==> src/exu_alu_pkg.sv <==
/*
  Widths, group codes and payload types shared by the integer execute unit.
  The 13-bit decode payload is one word, read through the view selected by grp.
*/
package exu_alu_pkg;

  localparam int XLEN      = 32;
  localparam int PC_SIZE   = 32;
  localparam int RFIDX_W   = 5;
  localparam int ADDER_W   = XLEN + 1;          // One extra bit for signed/unsigned compares
  localparam int DEC_PLD_W = 13;
  localparam int SHAMT_W   = $clog2(XLEN);
  localparam int MUL_STEPS = 32;
  localparam int MUL_CNT_W = $clog2(MUL_STEPS);

  localparam logic [1:0] GRP_ALU    = 2'd0;
  localparam logic [1:0] GRP_BJP    = 2'd1;
  localparam logic [1:0] GRP_MULDIV = 2'd2;
  localparam logic [1:0] GRP_RSV    = 2'd3;     // Treated as an illegal instruction

  // Multiply sequencer states
  localparam logic [1:0] MDV_IDLE = 2'd0;
  localparam logic [1:0] MDV_EXEC = 2'd1;
  localparam logic [1:0] MDV_DONE = 2'd2;

  //////////////////////////////////////////////////////////////////////
  // Decode payload views
  typedef struct packed {
    logic add, sub, xor_op, sll, srl, sra, or_op, and_op;
    logic slt, sltu, lui, op2imm, op1pc;
  } alu_info_t;

  typedef struct packed {
    logic       jump, beq, bne, blt, bge, bltu, bgeu;
    logic       bprdt;                          // Static prediction from IFU
    logic [4:0] spare;
  } bjp_info_t;

  typedef struct packed {
    logic       mul, mulh, mulhsu, mulhu;
    logic [8:0] spare;
  } mdv_info_t;

  typedef union packed {
    alu_info_t alu;
    bjp_info_t bjp;
    mdv_info_t mdv;
  } dec_pld_u;

  typedef struct packed {
    logic [1:0] grp;
    logic       rv32;                           // Low for a 16-bit compressed instruction
    dec_pld_u   pld;
  } dec_info_t;

  typedef struct packed {
    logic [XLEN-1:0]    rs1, rs2, imm;
    logic [PC_SIZE-1:0] pc;
    logic               pc_vld;
    logic [RFIDX_W-1:0] rdidx;
    logic               rdwen;
    logic               ilegl;
    dec_info_t          info;
  } issue_t;

  //////////////////////////////////////////////////////////////////////
  // Datapath requests and results
  typedef struct packed {
    logic [XLEN-1:0] op1, op2;
    logic add, sub, xor_op, sll, srl, sra, or_op, and_op, slt, sltu, lui;
  } alu_req_t;

  typedef struct packed {
    logic [XLEN-1:0] op1, op2;
    logic cmp_eq, cmp_ne, cmp_lt, cmp_ge, cmp_ltu, cmp_geu;
    logic add;
  } bjp_req_t;

  typedef struct packed {
    logic [ADDER_W-1:0] op1, op2;
    logic               add, sub;
    logic               sbf0_ena;
    logic [ADDER_W-1:0] sbf0_nxt;
    logic               sbf1_ena;
    logic [ADDER_W-1:0] sbf1_nxt;
  } mdv_req_t;

  typedef struct packed {
    logic [ADDER_W-1:0] add_res;
    logic [XLEN-1:0]    alu_res;
    logic               cmp_res;
    logic [ADDER_W-1:0] sbf0, sbf1;
  } dpath_res_t;

  typedef struct packed {
    logic            valid;
    logic [XLEN-1:0] wdat;
  } unit_res_t;

  typedef struct packed {
    logic [PC_SIZE-1:0] pc;
    logic               pc_vld;
    logic [XLEN-1:0]    imm;
    logic               rv32, bjp, bjp_prdt, bjp_rslv, ilegl;
  } cmt_t;

endpackage

==> src/exu_alu_rglr.sv <==
/*
  Regular ALU unit. Single cycle, result comes straight from the shared datapath.
*/
`timescale 1ns/100ps

module exu_alu_rglr import exu_alu_pkg::*; (
  input  logic       i_valid,
  input  issue_t     i_issue,
  output alu_req_t   o_req,
  input  dpath_res_t i_res,
  output unit_res_t  o_res
);

  alu_info_t info;

  assign info = i_issue.info.pld.alu;

  // AUIPC takes pc, immediate forms take imm
  assign o_req.op1 = i_valid ? (info.op1pc ? i_issue.pc : i_issue.rs1) : '0;
  assign o_req.op2 = i_valid ? (info.op2imm ? i_issue.imm : i_issue.rs2) : '0;

  assign o_req.add    = i_valid & info.add;
  assign o_req.sub    = i_valid & info.sub;
  assign o_req.xor_op = i_valid & info.xor_op;
  assign o_req.sll    = i_valid & info.sll;
  assign o_req.srl    = i_valid & info.srl;
  assign o_req.sra    = i_valid & info.sra;
  assign o_req.or_op  = i_valid & info.or_op;
  assign o_req.and_op = i_valid & info.and_op;
  assign o_req.slt    = i_valid & info.slt;
  assign o_req.sltu   = i_valid & info.sltu;
  assign o_req.lui    = i_valid & info.lui;       // Passes op2 through

  assign o_res.valid = i_valid;
  assign o_res.wdat  = i_res.alu_res;

endmodule

==> src/exu_alu_bjp.sv <==
/*
  Branch/jump unit. Resolves conditional branches and builds the JAL/JALR link value.
  Target address calculation is outside this unit.
*/
`timescale 1ns/100ps

module exu_alu_bjp import exu_alu_pkg::*; (
  input  logic       i_valid,
  input  issue_t     i_issue,
  output bjp_req_t   o_req,
  input  dpath_res_t i_res,
  output unit_res_t  o_res,
  output logic       o_bjp,
  output logic       o_prdt,
  output logic       o_rslv
);

  bjp_info_t       info;
  logic            is_jump;
  logic [XLEN-1:0] link_inc;

  assign info     = i_issue.info.pld.bjp;
  assign is_jump  = i_valid & info.jump;
  assign link_inc = i_issue.info.rv32 ? XLEN'(4) : XLEN'(2);

  // Jumps add pc and the instruction size, branches compare rs1 and rs2
  assign o_req.op1 = ~i_valid ? '0 : (info.jump ? i_issue.pc : i_issue.rs1);
  assign o_req.op2 = ~i_valid ? '0 : (info.jump ? link_inc : i_issue.rs2);
  assign o_req.add = is_jump;

  assign o_req.cmp_eq  = i_valid & info.beq;
  assign o_req.cmp_ne  = i_valid & info.bne;
  assign o_req.cmp_lt  = i_valid & info.blt;
  assign o_req.cmp_ge  = i_valid & info.bge;
  assign o_req.cmp_ltu = i_valid & info.bltu;
  assign o_req.cmp_geu = i_valid & info.bgeu;

  assign o_res.valid = i_valid;
  assign o_res.wdat  = i_res.add_res[XLEN-1:0];  // Link value

  assign o_bjp  = i_valid;
  assign o_prdt = i_valid & info.bprdt;
  assign o_rslv = is_jump | (i_valid & i_res.cmp_res);

endmodule

==> src/exu_alu_muldiv.sv <==
/*
  Radix-2 multiply sequencer on the shared 33-bit adder. One load cycle, then
  MUL_STEPS steps; the result is held in DONE until the commit handshake.
  rs1 is the multiplicand and is read from i_issue every step, so it must stay stable.
*/
`timescale 1ns/100ps

module exu_alu_muldiv import exu_alu_pkg::*; (
  input  logic       clk,
  input  logic       i_reset,
  input  logic       i_valid,
  input  issue_t     i_issue,
  output mdv_req_t   o_req,
  input  dpath_res_t i_res,
  output unit_res_t  o_res,
  input  logic       i_o_ready
);

  mdv_info_t            info;
  logic [1:0]           state_r, state_nxt;
  logic [MUL_CNT_W-1:0] cnt_r;
  logic                 load, step, last;
  logic                 a_signed, b_signed, hi_half, mb, do_sub;
  logic [ADDER_W-1:0]   mcand, sum;

  assign info     = i_issue.info.pld.mdv;
  assign a_signed = info.mulh | info.mulhsu;
  assign b_signed = info.mulh;
  assign hi_half  = info.mulh | info.mulhsu | info.mulhu;
  assign mcand    = {a_signed & i_issue.rs1[XLEN-1], i_issue.rs1};

  assign load   = (state_r == MDV_IDLE) & i_valid;
  assign step   = (state_r == MDV_EXEC) & i_valid;
  assign last   = step & (cnt_r == MUL_CNT_W'(MUL_STEPS - 1));
  assign mb     = i_res.sbf1[0];                // Current multiplier bit
  assign do_sub = last & b_signed & mb;         // MSB of a signed multiplier weighs negative
  assign sum    = i_res.add_res;

  //////////////////////////////////////////////////////////////////////
  // Sequencer
  always_comb begin
    state_nxt = state_r;
    case (state_r)
      MDV_IDLE: begin
        if (i_valid) begin
          state_nxt = MDV_EXEC;
        end
      end
      MDV_EXEC: begin
        if (last) begin
          state_nxt = MDV_DONE;
        end
      end
      MDV_DONE: begin
        if (i_o_ready) begin
          state_nxt = MDV_IDLE;                 // Result taken by commit
        end
      end
      default: state_nxt = MDV_IDLE;
    endcase
  end

  always_ff @(posedge clk) begin
    if (i_reset) begin
      state_r <= MDV_IDLE;
      cnt_r   <= '0;
    end else begin
      state_r <= state_nxt;
      if (load) begin
        cnt_r <= '0;
      end else if (step) begin
        cnt_r <= cnt_r + 1'b1;
      end
    end
  end

  //////////////////////////////////////////////////////////////////////
  // Datapath request
  assign o_req.op1 = step ? i_res.sbf0 : '0;   // sbf0 holds the running high part
  assign o_req.op2 = (step & mb) ? mcand : '0;
  assign o_req.add = step & ~do_sub;
  assign o_req.sub = do_sub;

  assign o_req.sbf0_ena = load | step;
  assign o_req.sbf0_nxt = step ? {sum[ADDER_W-1] & a_signed, sum[ADDER_W-1:1]} : '0;
  assign o_req.sbf1_ena = load | step;
  assign o_req.sbf1_nxt = step ? {1'b0, sum[0], i_res.sbf1[XLEN-1:1]} :
                          load ? {1'b0, i_issue.rs2} : '0;

  assign o_res.valid = (state_r == MDV_DONE);
  assign o_res.wdat  = ({XLEN{info.mul}} & i_res.sbf1[XLEN-1:0])
                     | ({XLEN{hi_half}}  & i_res.sbf0[XLEN-1:0]);

endmodule

==> src/exu_alu_dpath.sv <==
/*
  Shared datapath. Requests are ORed, so only one unit may drive a nonzero request.
  The 33-bit adder also serves slt/sltu and the branch compares.
*/
`timescale 1ns/100ps

module exu_alu_dpath import exu_alu_pkg::*; (
  input  logic       clk,
  input  logic       i_reset,
  input  alu_req_t   i_alu,
  input  bjp_req_t   i_bjp,
  input  mdv_req_t   i_mdv,
  output dpath_res_t o_res
);

  logic [XLEN-1:0]    lop1, lop2, xor_res, sra_res;
  logic [SHAMT_W-1:0] shamt;
  logic [ADDER_W-1:0] op1, op2, op2_inv, add_out;
  logic [ADDER_W-1:0] sbf0_r, sbf1_r;
  logic               op_signed, do_add, do_sub, adder_ena, lt, eq;

  assign lop1 = i_alu.op1 | i_bjp.op1;
  assign lop2 = i_alu.op2 | i_bjp.op2;

  // Sign extension only for signed compares
  assign op_signed = i_alu.slt | i_bjp.cmp_lt | i_bjp.cmp_ge;
  assign op1 = {op_signed & lop1[XLEN-1], lop1} | i_mdv.op1;
  assign op2 = {op_signed & lop2[XLEN-1], lop2} | i_mdv.op2;

  //////////////////////////////////////////////////////////////////////
  // Adder
  assign do_sub = i_alu.sub | i_alu.slt | i_alu.sltu | i_bjp.cmp_lt | i_bjp.cmp_ge
                | i_bjp.cmp_ltu | i_bjp.cmp_geu | i_mdv.sub;
  assign do_add    = i_alu.add | i_bjp.add | i_mdv.add;
  assign adder_ena = do_add | do_sub;
  assign op2_inv   = do_sub ? ~op2 : op2;
  assign add_out   = adder_ena ? (op1 + op2_inv + ADDER_W'(do_sub)) : '0;

  assign lt      = add_out[ADDER_W-1];          // Borrow or sign of the extended difference
  assign xor_res = lop1 ^ lop2;
  assign eq      = ~|xor_res;

  // Shifter
  assign shamt   = lop2[SHAMT_W-1:0];
  assign sra_res = $signed(lop1) >>> shamt;

  assign o_res.add_res = add_out;
  assign o_res.cmp_res = (i_bjp.cmp_eq & eq) | (i_bjp.cmp_ne & ~eq)
                       | ((i_bjp.cmp_lt | i_bjp.cmp_ltu) & lt)
                       | ((i_bjp.cmp_ge | i_bjp.cmp_geu) & ~lt);

  assign o_res.alu_res = ({XLEN{i_alu.add | i_alu.sub}}   & add_out[XLEN-1:0])
                       | ({XLEN{i_alu.xor_op}}            & xor_res)
                       | ({XLEN{i_alu.or_op}}             & (lop1 | lop2))
                       | ({XLEN{i_alu.and_op}}            & (lop1 & lop2))
                       | ({XLEN{i_alu.sll}}               & (lop1 << shamt))
                       | ({XLEN{i_alu.srl}}               & (lop1 >> shamt))
                       | ({XLEN{i_alu.sra}}               & sra_res)
                       | ({XLEN{i_alu.slt | i_alu.sltu}}  & XLEN'(lt))
                       | ({XLEN{i_alu.lui}}               & lop2);

  //////////////////////////////////////////////////////////////////////
  // Multiply step registers
  always_ff @(posedge clk) begin
    if (i_reset) begin
      sbf0_r <= '0;
      sbf1_r <= '0;
    end else begin
      if (i_mdv.sbf0_ena) begin
        sbf0_r <= i_mdv.sbf0_nxt;
      end
      if (i_mdv.sbf1_ena) begin
        sbf1_r <= i_mdv.sbf1_nxt;
      end
    end
  end

  assign o_res.sbf0 = sbf0_r;
  assign o_res.sbf1 = sbf1_r;

endmodule

==> src/exu_alu_retire.sv <==
/*
  Result select and joint commit/write-back handshake.
  Selects are one-hot and already qualified by the issue valid.
*/
`timescale 1ns/100ps

module exu_alu_retire import exu_alu_pkg::*; (
  input  logic               i_sel_alu,
  input  logic               i_sel_bjp,
  input  logic               i_sel_mdv,
  input  logic               i_sel_ilegl,
  input  logic               i_rdwen,
  input  logic [RFIDX_W-1:0] i_rdidx,
  input  unit_res_t          i_alu,
  input  unit_res_t          i_bjp,
  input  unit_res_t          i_mdv,
  output logic               o_unit_ready,
  output logic               o_cmt_valid,
  input  logic               i_cmt_ready,
  output logic               o_wbck_valid,
  input  logic               i_wbck_ready,
  output logic [XLEN-1:0]    o_wbck_wdat,
  output logic [RFIDX_W-1:0] o_wbck_rdidx
);

  logic sel_valid;
  logic need_wbck;

  // Illegal path is always ready with zero data
  assign sel_valid = (i_sel_alu & i_alu.valid)
                   | (i_sel_bjp & i_bjp.valid)
                   | (i_sel_mdv & i_mdv.valid)
                   | i_sel_ilegl;

  assign need_wbck = i_rdwen & ~i_sel_ilegl;    // Illegal never writes rd

  // Commit and write-back complete together
  assign o_unit_ready = i_cmt_ready & (~need_wbck | i_wbck_ready);
  assign o_cmt_valid  = sel_valid & (~need_wbck | i_wbck_ready);
  assign o_wbck_valid = need_wbck & sel_valid & i_cmt_ready;

  assign o_wbck_wdat  = ({XLEN{i_sel_alu}} & i_alu.wdat)
                      | ({XLEN{i_sel_bjp}} & i_bjp.wdat)
                      | ({XLEN{i_sel_mdv}} & i_mdv.wdat);
  assign o_wbck_rdidx = i_rdidx;

endmodule

==> src/exu_alu.sv <==
/*
  Integer execute unit top. ALU, branch and illegal issues commit in the issue cycle;
  multiplies take MUL_STEPS+1 cycles. i_issue must stay stable until o_ready.
*/
`timescale 1ns/100ps

module exu_alu import exu_alu_pkg::*; (
  input  logic               clk,
  input  logic               i_reset,
  input  logic               i_valid,
  output logic               o_ready,
  input  issue_t             i_issue,
  output logic               o_cmt_valid,
  input  logic               i_cmt_ready,
  output cmt_t               o_cmt,
  output logic               o_wbck_valid,
  input  logic               i_wbck_ready,
  output logic [XLEN-1:0]    o_wbck_wdat,
  output logic [RFIDX_W-1:0] o_wbck_rdidx
);

  logic       is_ilegl;
  logic       sel_alu, sel_bjp, sel_mdv, sel_ilegl;
  logic       unit_ready;
  logic       bjp_flag, bjp_prdt, bjp_rslv;
  alu_req_t   alu_req;
  bjp_req_t   bjp_req;
  mdv_req_t   mdv_req;
  dpath_res_t dp_res;
  unit_res_t  alu_res, bjp_res, mdv_res;

  //////////////////////////////////////////////////////////////////////
  // Group decode
  assign is_ilegl  = i_issue.ilegl | (i_issue.info.grp == GRP_RSV);  // Overrides the group
  assign sel_alu   = i_valid & ~is_ilegl & (i_issue.info.grp == GRP_ALU);
  assign sel_bjp   = i_valid & ~is_ilegl & (i_issue.info.grp == GRP_BJP);
  assign sel_mdv   = i_valid & ~is_ilegl & (i_issue.info.grp == GRP_MULDIV);
  assign sel_ilegl = i_valid & is_ilegl;

  // Multiply accepts only once its result is out
  assign o_ready = unit_ready & (sel_alu | sel_bjp | sel_ilegl | (sel_mdv & mdv_res.valid));

  exu_alu_rglr exu_alu_rglr_inst (
    .i_valid (sel_alu),
    .i_issue (i_issue),
    .o_req   (alu_req),
    .i_res   (dp_res),
    .o_res   (alu_res)
  );

  exu_alu_bjp exu_alu_bjp_inst (
    .i_valid (sel_bjp),
    .i_issue (i_issue),
    .o_req   (bjp_req),
    .i_res   (dp_res),
    .o_res   (bjp_res),
    .o_bjp   (bjp_flag),
    .o_prdt  (bjp_prdt),
    .o_rslv  (bjp_rslv)
  );

  exu_alu_muldiv exu_alu_muldiv_inst (
    .clk       (clk),
    .i_reset   (i_reset),
    .i_valid   (sel_mdv),
    .i_issue   (i_issue),
    .o_req     (mdv_req),
    .i_res     (dp_res),
    .o_res     (mdv_res),
    .i_o_ready (unit_ready & sel_mdv)
  );

  exu_alu_dpath exu_alu_dpath_inst (
    .clk     (clk),
    .i_reset (i_reset),
    .i_alu   (alu_req),
    .i_bjp   (bjp_req),
    .i_mdv   (mdv_req),
    .o_res   (dp_res)
  );

  exu_alu_retire exu_alu_retire_inst (
    .i_sel_alu    (sel_alu),
    .i_sel_bjp    (sel_bjp),
    .i_sel_mdv    (sel_mdv),
    .i_sel_ilegl  (sel_ilegl),
    .i_rdwen      (i_issue.rdwen),
    .i_rdidx      (i_issue.rdidx),
    .i_alu        (alu_res),
    .i_bjp        (bjp_res),
    .i_mdv        (mdv_res),
    .o_unit_ready (unit_ready),
    .o_cmt_valid  (o_cmt_valid),
    .i_cmt_ready  (i_cmt_ready),
    .o_wbck_valid (o_wbck_valid),
    .i_wbck_ready (i_wbck_ready),
    .o_wbck_wdat  (o_wbck_wdat),
    .o_wbck_rdidx (o_wbck_rdidx)
  );

  // Commit payload
  assign o_cmt.pc       = i_issue.pc;
  assign o_cmt.pc_vld   = i_issue.pc_vld;
  assign o_cmt.imm      = i_issue.imm;
  assign o_cmt.rv32     = i_issue.info.rv32;
  assign o_cmt.bjp      = bjp_flag;
  assign o_cmt.bjp_prdt = bjp_prdt;
  assign o_cmt.bjp_rslv = bjp_rslv;
  assign o_cmt.ilegl    = is_ilegl;

endmodule

==> config.mk <==
export PLATFORM = sky130hd
export DESIGN_NAME = exu_alu
export DESIGN_NICKNAME = d
export VERILOG_FILES = /design/src/exu_alu_pkg.sv /design/src/exu_alu_rglr.sv /design/src/exu_alu_bjp.sv /design/src/exu_alu_muldiv.sv /design/src/exu_alu_dpath.sv /design/src/exu_alu_retire.sv /design/src/exu_alu.sv
export SDC_FILE = /design/constraint.sdc
export NUM_CORES = 1
export LEC_CHECK = 0
export ABC_AREA = 1
export BUFFER_PORTS_ARGS = -buffer_cell sky130_fd_sc_hd__buf_2
export CAP_MARGIN = 25
export CORE_UTILIZATION = 28
export DETAILED_ROUTE_END_ITERATION = 10
export PLACE_DENSITY_LB_ADDON = 0.08
export SETUP_SLACK_MARGIN = 0.3
export SYNTH_ARGS = -nofsm -noshare
export SYNTH_HDL_FRONTEND = slang
export SYNTH_SLANG_ARGS = --single-unit
==> constraint.sdc <==
create_clock -name clk -period 7.25 [get_ports clk]
set_input_delay 1.0875 -clock clk [delete_from_list [all_inputs] [get_ports clk]]
set_output_delay 1.0875 -clock clk [all_outputs]
set_load 0.01 [all_outputs]
After elaboration in Yosys (flattened, before gate mapping)

Index checks and enable logic that the tools add are counted.

Add/subtract/negate cells: 3
Eq/ne operators: 9
Shift-type cells: 3
Multiplexer cells: 20
Bitwise operators: 116
Reductions and logical operators: 6

Operator list:

| cell                                                                   | count |
|---|---|
| 32-bit bitwise AND                                                     | 14 |
| 32-bit bitwise OR                                                      | 14 |
| 32-bit 2-to-1 mux                                                      | 10 |
| 33-bit 2-to-1 mux                                                      | 5 |
| 33-bit bitwise OR                                                      | 2 |
| 1-bit bitwise AND                                                      | 48 |
| 33-bit by 1-bit adder with 33-bit output                               | 1 |
| 33-bit adder                                                           | 1 |
| 33-bit NOT                                                             | 1 |
| 32-bit by 1-bit bitwise AND with 32-bit output                         | 1 |
| 32-bit OR reduction                                                    | 1 |
| 32-bit by 5-bit << shifter with 32-bit output                          | 1 |
| 32-bit by 5-bit right shift with 32-bit output                         | 1 |
| 32-bit by 5-bit >>> shifter with 32-bit output                         | 1 |
| 32-bit bitwise XOR                                                     | 1 |
| 1-bit bitwise OR                                                       | 30 |
| 2-bit equality test (second input constant)                            | 3 |
| 2-bit 2-to-1 mux                                                       | 3 |
| 2-bit one-hot mux with 3 select lines                                  | 1 |
| 5-bit by 1-bit adder with 5-bit output (second input constant)         | 1 |
| 5-bit equality test (second input constant)                            | 1 |
| 1-bit NOT                                                              | 5 |
| 2-bit by 1-bit equality test with 1-bit output (second input constant) | 2 |
| 2-bit zero test                                                        | 2 |
| other kinds (6)                                                        | 7 |

Register bits after elaboration: 72
Bits of input ports: 157
Output and inout port bits: 110
Logic and storage cells: 161

Longest topological paths before layout

Depth after elaboration: 29
Gate-level depth with buffers: 27
Mapped depth without buffers: 26

Modules after synthesis

A second synthesis with hierarchy kept.

Cells, all modules: 3328
Area total of the unflattened synthesis: 17310.4 sq um

Modules (own cells, without submodules):

| module         | instances | cells each | area each (sq um) | sequential area each (sq um) |
|---|---|---|---|---|
| exu_alu_dpath  | 1         | 2033       | 11167.0           | 1321.3 |
| exu_alu_muldiv | 1         | 411        | 1905.6            | 140.1 |
| exu_alu_rglr   | 1         | 397        | 1656.6            | 0.0 |
| exu_alu_bjp    | 1         | 237        | 1197.4            | 0.0 |
| exu_alu_retire | 1         | 159        | 770.7             | 0.0 |
| exu_alu        | 1         | 91         | 613.1             | 0.0 |

Worst setup path after synthesis

No wires, ideal clock.

Path type: input to output
Start point: in i_issue[16] (netlist name)
End point: out o_cmt[1] (netlist name)
Data arrival time: 4.367 ns
Required time: 6.162 ns
Setup slack: 1.795 ns
Stages on the path: 22
Buffers on the path: 5
Path through: inv_1 -> nand3_2 -> nor2_2 -> buf_6 -> buf_2 -> buf_1 -> buf_2 -> a22oi_1 -> inv_1 -> a21oi_1 -> xor2_1 -> ha_1 -> inv_1 -> o21ai_0 -> a21oi_1 -> o221ai_1 -> a21oi_1 -> a21oi_1 -> nor2_2 -> nand2_1 -> nand4_1 -> buf_4

Word-level cells in the longest chain between the ends: 21
Elaborated cells on any way between the ends: 68
Those cells by class: add/sub (2); mux (8); bitwise (56); reduce/logical (2)

Ends and longest elaborated chain:

| what                                                         | line                                        | source |
|---|---|---|
| start: declaration                                           | exu_alu.sv:12                               | `input issue_t i_issue,` |
| 1-bit bitwise OR (*)                                         | exu_alu.sv:34                               | `assign is_ilegl = i_issue.ilegl \| (i_issue.info.grp == GRP_RSV);` |
| 1-bit NOT (*)                                                | exu_alu.sv:35, exu_alu.sv:36, exu_alu.sv:37 |  |
| 1-bit bitwise AND (*)                                        | exu_alu.sv:35, exu_alu.sv:36, exu_alu.sv:37 |  |
| 1-bit bitwise AND                                            | exu_alu.sv:35                               | `assign sel_alu = i_valid & ~is_ilegl & (i_issue.info.grp == GRP_ALU);` |
| 1-bit bitwise AND (on tied branches)                         | exu_alu_rglr.sv:23, exu_alu_rglr.sv:30      |  |
| 1-bit bitwise OR (4 in a row)                                | exu_alu_dpath.sv:32                         | `assign do_sub = i_alu.sub \| i_alu.slt \| i_alu.sltu \| i_bjp.cmp_lt \| i_bjp.cmp_ge` |
| 1-bit bitwise OR (3 in a row)                                | exu_alu_dpath.sv:33                         | `\| i_bjp.cmp_ltu \| i_bjp.cmp_geu \| i_mdv.sub;` |
| 33-bit 2-to-1 mux                                            | exu_alu_dpath.sv:36                         | `assign op2_inv = do_sub ? ~op2 : op2;` |
| 33-bit adder                                                 | exu_alu_dpath.sv:37                         | `assign add_out = adder_ena ? (op1 + op2_inv + ADDER_W'(do_sub)) : '0;` |
| 33-bit by 1-bit adder with 33-bit output                     | exu_alu_dpath.sv:37                         |  |
| 33-bit 2-to-1 mux                                            | exu_alu_dpath.sv:37                         |  |
| 1-bit bitwise AND / 1-bit NOT (equally long branches)        | exu_alu_dpath.sv:49, exu_alu_dpath.sv:50    |  |
| 1-bit bitwise OR / 1-bit bitwise AND (equally long branches) | exu_alu_dpath.sv:49, exu_alu_dpath.sv:50    |  |
| 1-bit bitwise OR                                             | exu_alu_dpath.sv:50                         | `\| ((i_bjp.cmp_ge \| i_bjp.cmp_geu) & ~lt);` |
| 1-bit bitwise AND                                            | exu_alu_bjp.sv:43                           | `assign o_rslv = is_jump \| (i_valid & i_res.cmp_res);` |
| 1-bit bitwise OR (*)                                         | exu_alu_bjp.sv:43                           |  |
| end: declaration                                             | exu_alu.sv:15                               | `output cmt_t o_cmt,` |

Every way passes the cells marked *; elsewhere a longest branch is shown, timed or not.

Final worst setup path

Start point: in i_issue[1] (netlist name)
End point: out o_wbck_wdat[24]

Word-level cells in the longest chain between the ends: 21
Elaborated cells on any way between the ends: 35
Those cells by class: add/sub (2); shift (3); mux (4); bitwise (26)

Ends and longest elaborated chain:

| what                                     | line                 | source |
|---|---|---|
| 32-bit 2-to-1 mux (*) (2 in a row)       | exu_alu_rglr.sv:20   | `assign o_req.op2 = i_valid ? (info.op2imm ? i_issue.imm : i_issue.rs2) : '0;` |
| 32-bit bitwise OR (*)                    | exu_alu_dpath.sv:23  | `assign lop2 = i_alu.op2 \| i_bjp.op2;` |
| 33-bit bitwise OR                        | exu_alu_dpath.sv:28  | `assign op2 = {op_signed & lop2[XLEN-1], lop2} \| i_mdv.op2;` |
| 33-bit NOT                               | exu_alu_dpath.sv:36  |  |
| 33-bit 2-to-1 mux                        | exu_alu_dpath.sv:36  |  |
| 33-bit adder                             | exu_alu_dpath.sv:37  |  |
| 33-bit by 1-bit adder with 33-bit output | exu_alu_dpath.sv:37  |  |
| 33-bit 2-to-1 mux                        | exu_alu_dpath.sv:37  |  |
| [... 4 more ...]                         | n/a                  |  |
| 32-bit bitwise OR                        | exu_alu_dpath.sv:56  | `\| ({XLEN{i_alu.sll}} & (lop1 << shamt))` |
| 32-bit bitwise OR                        | exu_alu_dpath.sv:57  | `\| ({XLEN{i_alu.srl}} & (lop1 >> shamt))` |
| 32-bit bitwise OR                        | exu_alu_dpath.sv:58  | `\| ({XLEN{i_alu.sra}} & sra_res)` |
| 32-bit bitwise OR                        | exu_alu_dpath.sv:59  | `\| ({XLEN{i_alu.slt \| i_alu.sltu}} & XLEN'(lt))` |
| 32-bit bitwise OR                        | exu_alu_dpath.sv:60  | `\| ({XLEN{i_alu.lui}} & lop2);` |
| 32-bit bitwise AND                       | exu_alu_retire.sv:42 | `assign o_wbck_wdat = ({XLEN{i_sel_alu}} & i_alu.wdat)` |
| 32-bit bitwise OR (*)                    | exu_alu_retire.sv:43 | `\| ({XLEN{i_sel_bjp}} & i_bjp.wdat)` |
| 32-bit bitwise OR (*)                    | exu_alu_retire.sv:44 | `\| ({XLEN{i_sel_mdv}} & i_mdv.wdat);` |
| end: declaration                         | exu_alu.sv:18        | `output logic [XLEN-1:0] o_wbck_wdat,` |

Marked as above.

==> flow_summary.json <==
{
  "syn_inst": 2601,
  "nNetsFinal": 3007,
  "cp_top_family": "compound AO/OA/AOI/OAI gates",
  "worst-path-max-fanout": 28,
  "track_usage_pct": 33.8,
  "start_util_pct": 28.6,
  "drt-total-wl_mm": 91.3,
  "die_x_um": 229,
  "utilization_pct": 32.8,
  "grt.overflow.total": 0,
  "synth.avg_cell_area_um2": 5.53,
  "layout_worst_path_cycle_share_pct": 93.1,
  "drt_iter0_drc": 2231,
  "wl_per_cell_um": 26.6,
  "post-route-drc-count": 0,
  "synth_nets": 2857,
  "multiInputGateArea_um2": 10700,
  "netlist_area_um2": 14400,
  "gp_congestion": 1.01,
  "insertion_delay_ns": 0.38,
  "slowest_stage": "a22oi_1",
  "detail-route-antenna-nets": 0,
  "grt_pass1_vias": 18100,
  "rsz0062_at_grt": "yes",
  "min_period_ns": 6.75,
  "cp-end-kind": "primary output",
  "total_power_mw": 1.57,
  "area_growth_pct": 14.7,
  "tightest_slew_ns": 1.11,
  "clock-sinks": 72,
  "via_per_inst": 5.59,
  "peakVddDrop_mv": 0.134,
  "grt_pass1_wl_mm": 129,
  "cts_buffer_depth": 2,
  "ys_seq_elements": 72,
  "clk_pin_slew_ns": 0.06,
  "fill_cells": 5896,
  "path_class": "in -> out",
  "critPathBufInv": 5,
  "dpl.cell_count": 3397,
  "max_stage_delay_ns": 0.64,
  "cts_tree": "built",
  "ys.flop_type": "dfxtp_1",
  "antenna_found_initial": 4,
  "crit_path_start_kind": "primary input",
  "critical_path_required_ns": 6.16,
  "cts_buffers": 9,
  "dieArea_um2": 52300,
  "vias": 19200,
  "core_area_um2": 50400,
  "max_freq_ghz": 0.148,
  "yosysWarningCount": 0,
  "finClkSkew_ns": 0.0127,
  "run_status": "finished clean",
  "hold_violations": 0,
  "port_buffers": 254,
  "htreeDepth": 3,
  "hold_path.class": "reg -> reg",
  "slew_violations": 0,
  "num_rows": 82,
  "num_antenna_cells": 0,
  "seq_area_um2": 1440,
  "firstDrtPassIters": 5,
  "hpwl_mm": 73.8,
  "final_cells": 3428,
  "async_reset_ff_share_pct": 0,
  "ios": 267,
  "cp_cell_sequence": "buf_2 > mux2_2 > a22oi_1 > inv_1 > a21oi_1 > xor2_1 > ha_1 > nand2_1 > o21ai_0 > nor2_1 > o221ai_1 > buf_4 > nand3_1 > nand3b_1 > a31oi_1 > buf_4 > nand4_1 > buf_2",
  "ys_seq_area_share_pct": 10.0,
  "cellPowerDensity_nw_per_um2": 94.9,
  "tns_ns": 0,
  "postCtsHoldBufs": 0,
  "maxCapViolations": 0,
  "relSlewSlack_pct": 26.0,
  "grt_max_degree": 75,
  "drive_gt1_share_pct": 16.0,
  "arrival_ns": 5.66,
  "die_y_um": 229,
  "cts_root_buf": "clkbuf_16",
  "p_leak_nw": 8.49,
  "setup_viol": 0,
  "synth_edf_count": 0,
  "synth_cell_types": 54
}
==> through the flow <==
step | setup slack, ns | instance area, um2 | hold WS, ns
floorplan | 1.80 | 14400 | 0.445
global placement | 0.441 | 16000 | 0.454
detailed placement | 0.465 | 16000 | 0.457
CTS | 0.452 | 16300 | 0.467
global route | 0.290 | 16500 | 0.493
finish | 0.501 | 16500 | 0.466
==> worst register-to-register path: stages, from the launching register on <==
cell      delay (ns)
dfxtp_1         0.33
inv_1           0.11
nor2_1          0.14
nand3_2         0.23
clkinv_1        0.44
buf_4           0.34
a21oi_1         0.36
xor2_1          0.26
ha_1            0.39
a21oi_1         0.20
inv_1           0.08
a21oi_1         0.13
inv_1           0.09
a211oi_1        0.24
o31ai_1         0.11
a21oi_1         0.32
a21oi_1         0.12
nor2_2          0.20
nand3_1         0.09
a21oi_1         0.12
==> power breakdown <==
group          leakage (nW)  switching, mW  internal [mW]
clock network         0.149          0.224          0.274
logic                  7.76          0.463          0.199
registers             0.581        0.00610          0.400
==> cell usage after synthesis (6+ instances only) <==
| cell type | n | area (um2) |
|---|---|---|
| a211oi_1 | 7 | 52.6 |
| a21oi_1 | 148 | 741 |
| a221oi_1 | 21 | 184 |
| a22oi_1 | 44 | 330 |
| a31oi_1 | 11 | 68.8 |
| buf_1 | 25 | 93.8 |
| buf_2 | 36 | 180 |
| buf_4 | 76 | 571 |
| clkbuf_1 | 68 | 255 |
| dfxtp_1 | 72 | 1440 |
| ha_1 | 98 | 1230 |
| inv_1 | 291 | 1090 |
| inv_2 | 7 | 26.3 |
| mux2_2 | 17 | 191 |
| nand2_1 | 695 | 2610 |
| nand2_2 | 7 | 43.8 |
| nand3_1 | 339 | 1700 |
| nand3b_1 | 11 | 82.6 |
| nand4_1 | 39 | 244 |
| nor2_1 | 197 | 739 |
| nor2_2 | 15 | 93.8 |
| nor3_1 | 17 | 85.1 |
| nor4_1 | 11 | 68.8 |
| o211ai_1 | 24 | 180 |
| o21a_1 | 13 | 97.6 |
| o21ai_0 | 164 | 821 |
| o21ai_1 | 25 | 125 |
| o22ai_1 | 16 | 100 |
| or2_2 | 7 | 43.8 |
| xnor2_1 | 6 | 52.6 |
| xor2_1 | 35 | 307 |
==> registers in the layout (all words and copies together), names as in the netlist <==
| register | cells |
|---|---|
| exu_alu_dpath_inst.sbf0_r | 33 |
| exu_alu_muldiv_inst.cnt_r | 5 |
| exu_alu_dpath_inst.sbf1_r | 32 |
| exu_alu_muldiv_inst.state_r | 2 |
==> placed cells by master (no fill, tap or decap), types with 12 or more instances in the layout <==
cell type,count
ha_1,98
nor2_1,195
buf_4,89
o21ai_0,164
o22ai_1,16
nand4_1,39
buf_2,254
a22oi_1,43
nor3_1,17
mux2_2,17
o21a_1,13
xor2_1,35
o211ai_1,24
o21ai_1,24
a21oi_1,147
nand2_1,694
nor2_2,12
nand3_1,339
dfxtp_1,72
a221oi_1,21
inv_1,290
==> cell families after synthesis <==
logic type               share of synthesized area, %
XOR/XNOR                                         2.50
multiplexers                                     1.33
AO/OA/AOI/OAI                                    21.0
AND/OR/NAND/NOR                                  40.6
flip-flops                                       10.0
adder cells (fa/ha/maj)                          8.66
buffers and inverters                            15.9
==> final cells by class <==
type | count | share of cell area (%)
multi-input cells | 2018 | 65.1
inverters | 302 | 6.88
flip-flops and latches | 72 | 8.73
well taps | 672 | 5.10
repair buffers | 348 | 12.4
clock inverters | 7 | 0.508
clock buffers | 9 | 1.36
==> worst paths after layout <==
kind                                   from                             to  slack, ns  cells past startpoint
min           exu_alu_dpath_inst.sbf0_r[21]  exu_alu_dpath_inst.sbf0_r[21]       0.47                      2
min reg2reg   exu_alu_dpath_inst.sbf0_r[21]  exu_alu_dpath_inst.sbf0_r[21]       0.47                      2
max reg2reg  exu_alu_muldiv_inst.state_r[0]  exu_alu_dpath_inst.sbf0_r[32]       2.87                     19
max                              i_issue[1]                o_wbck_wdat[24]       0.50                     18
==> timing repair <==
item | 4_1_cts | 5_1_grt
resized for setup | 0 | 6
endpoints found under the setup margin | 0 | 10
buffers inserted | 0 | 14
==> metal layers <==
layer  track usage (%)  part of all wire (%)  vias to the layer above
li1                  -                     -                     8915
met1              46.2                    44                     9303
met2              55.3                    46                      837
met3              2.84                   6.1                      115
met4              12.1                   3.8                        2
met5                 0                0.0099                        -
Note: power is estimated with default switching activity, not from simulation.
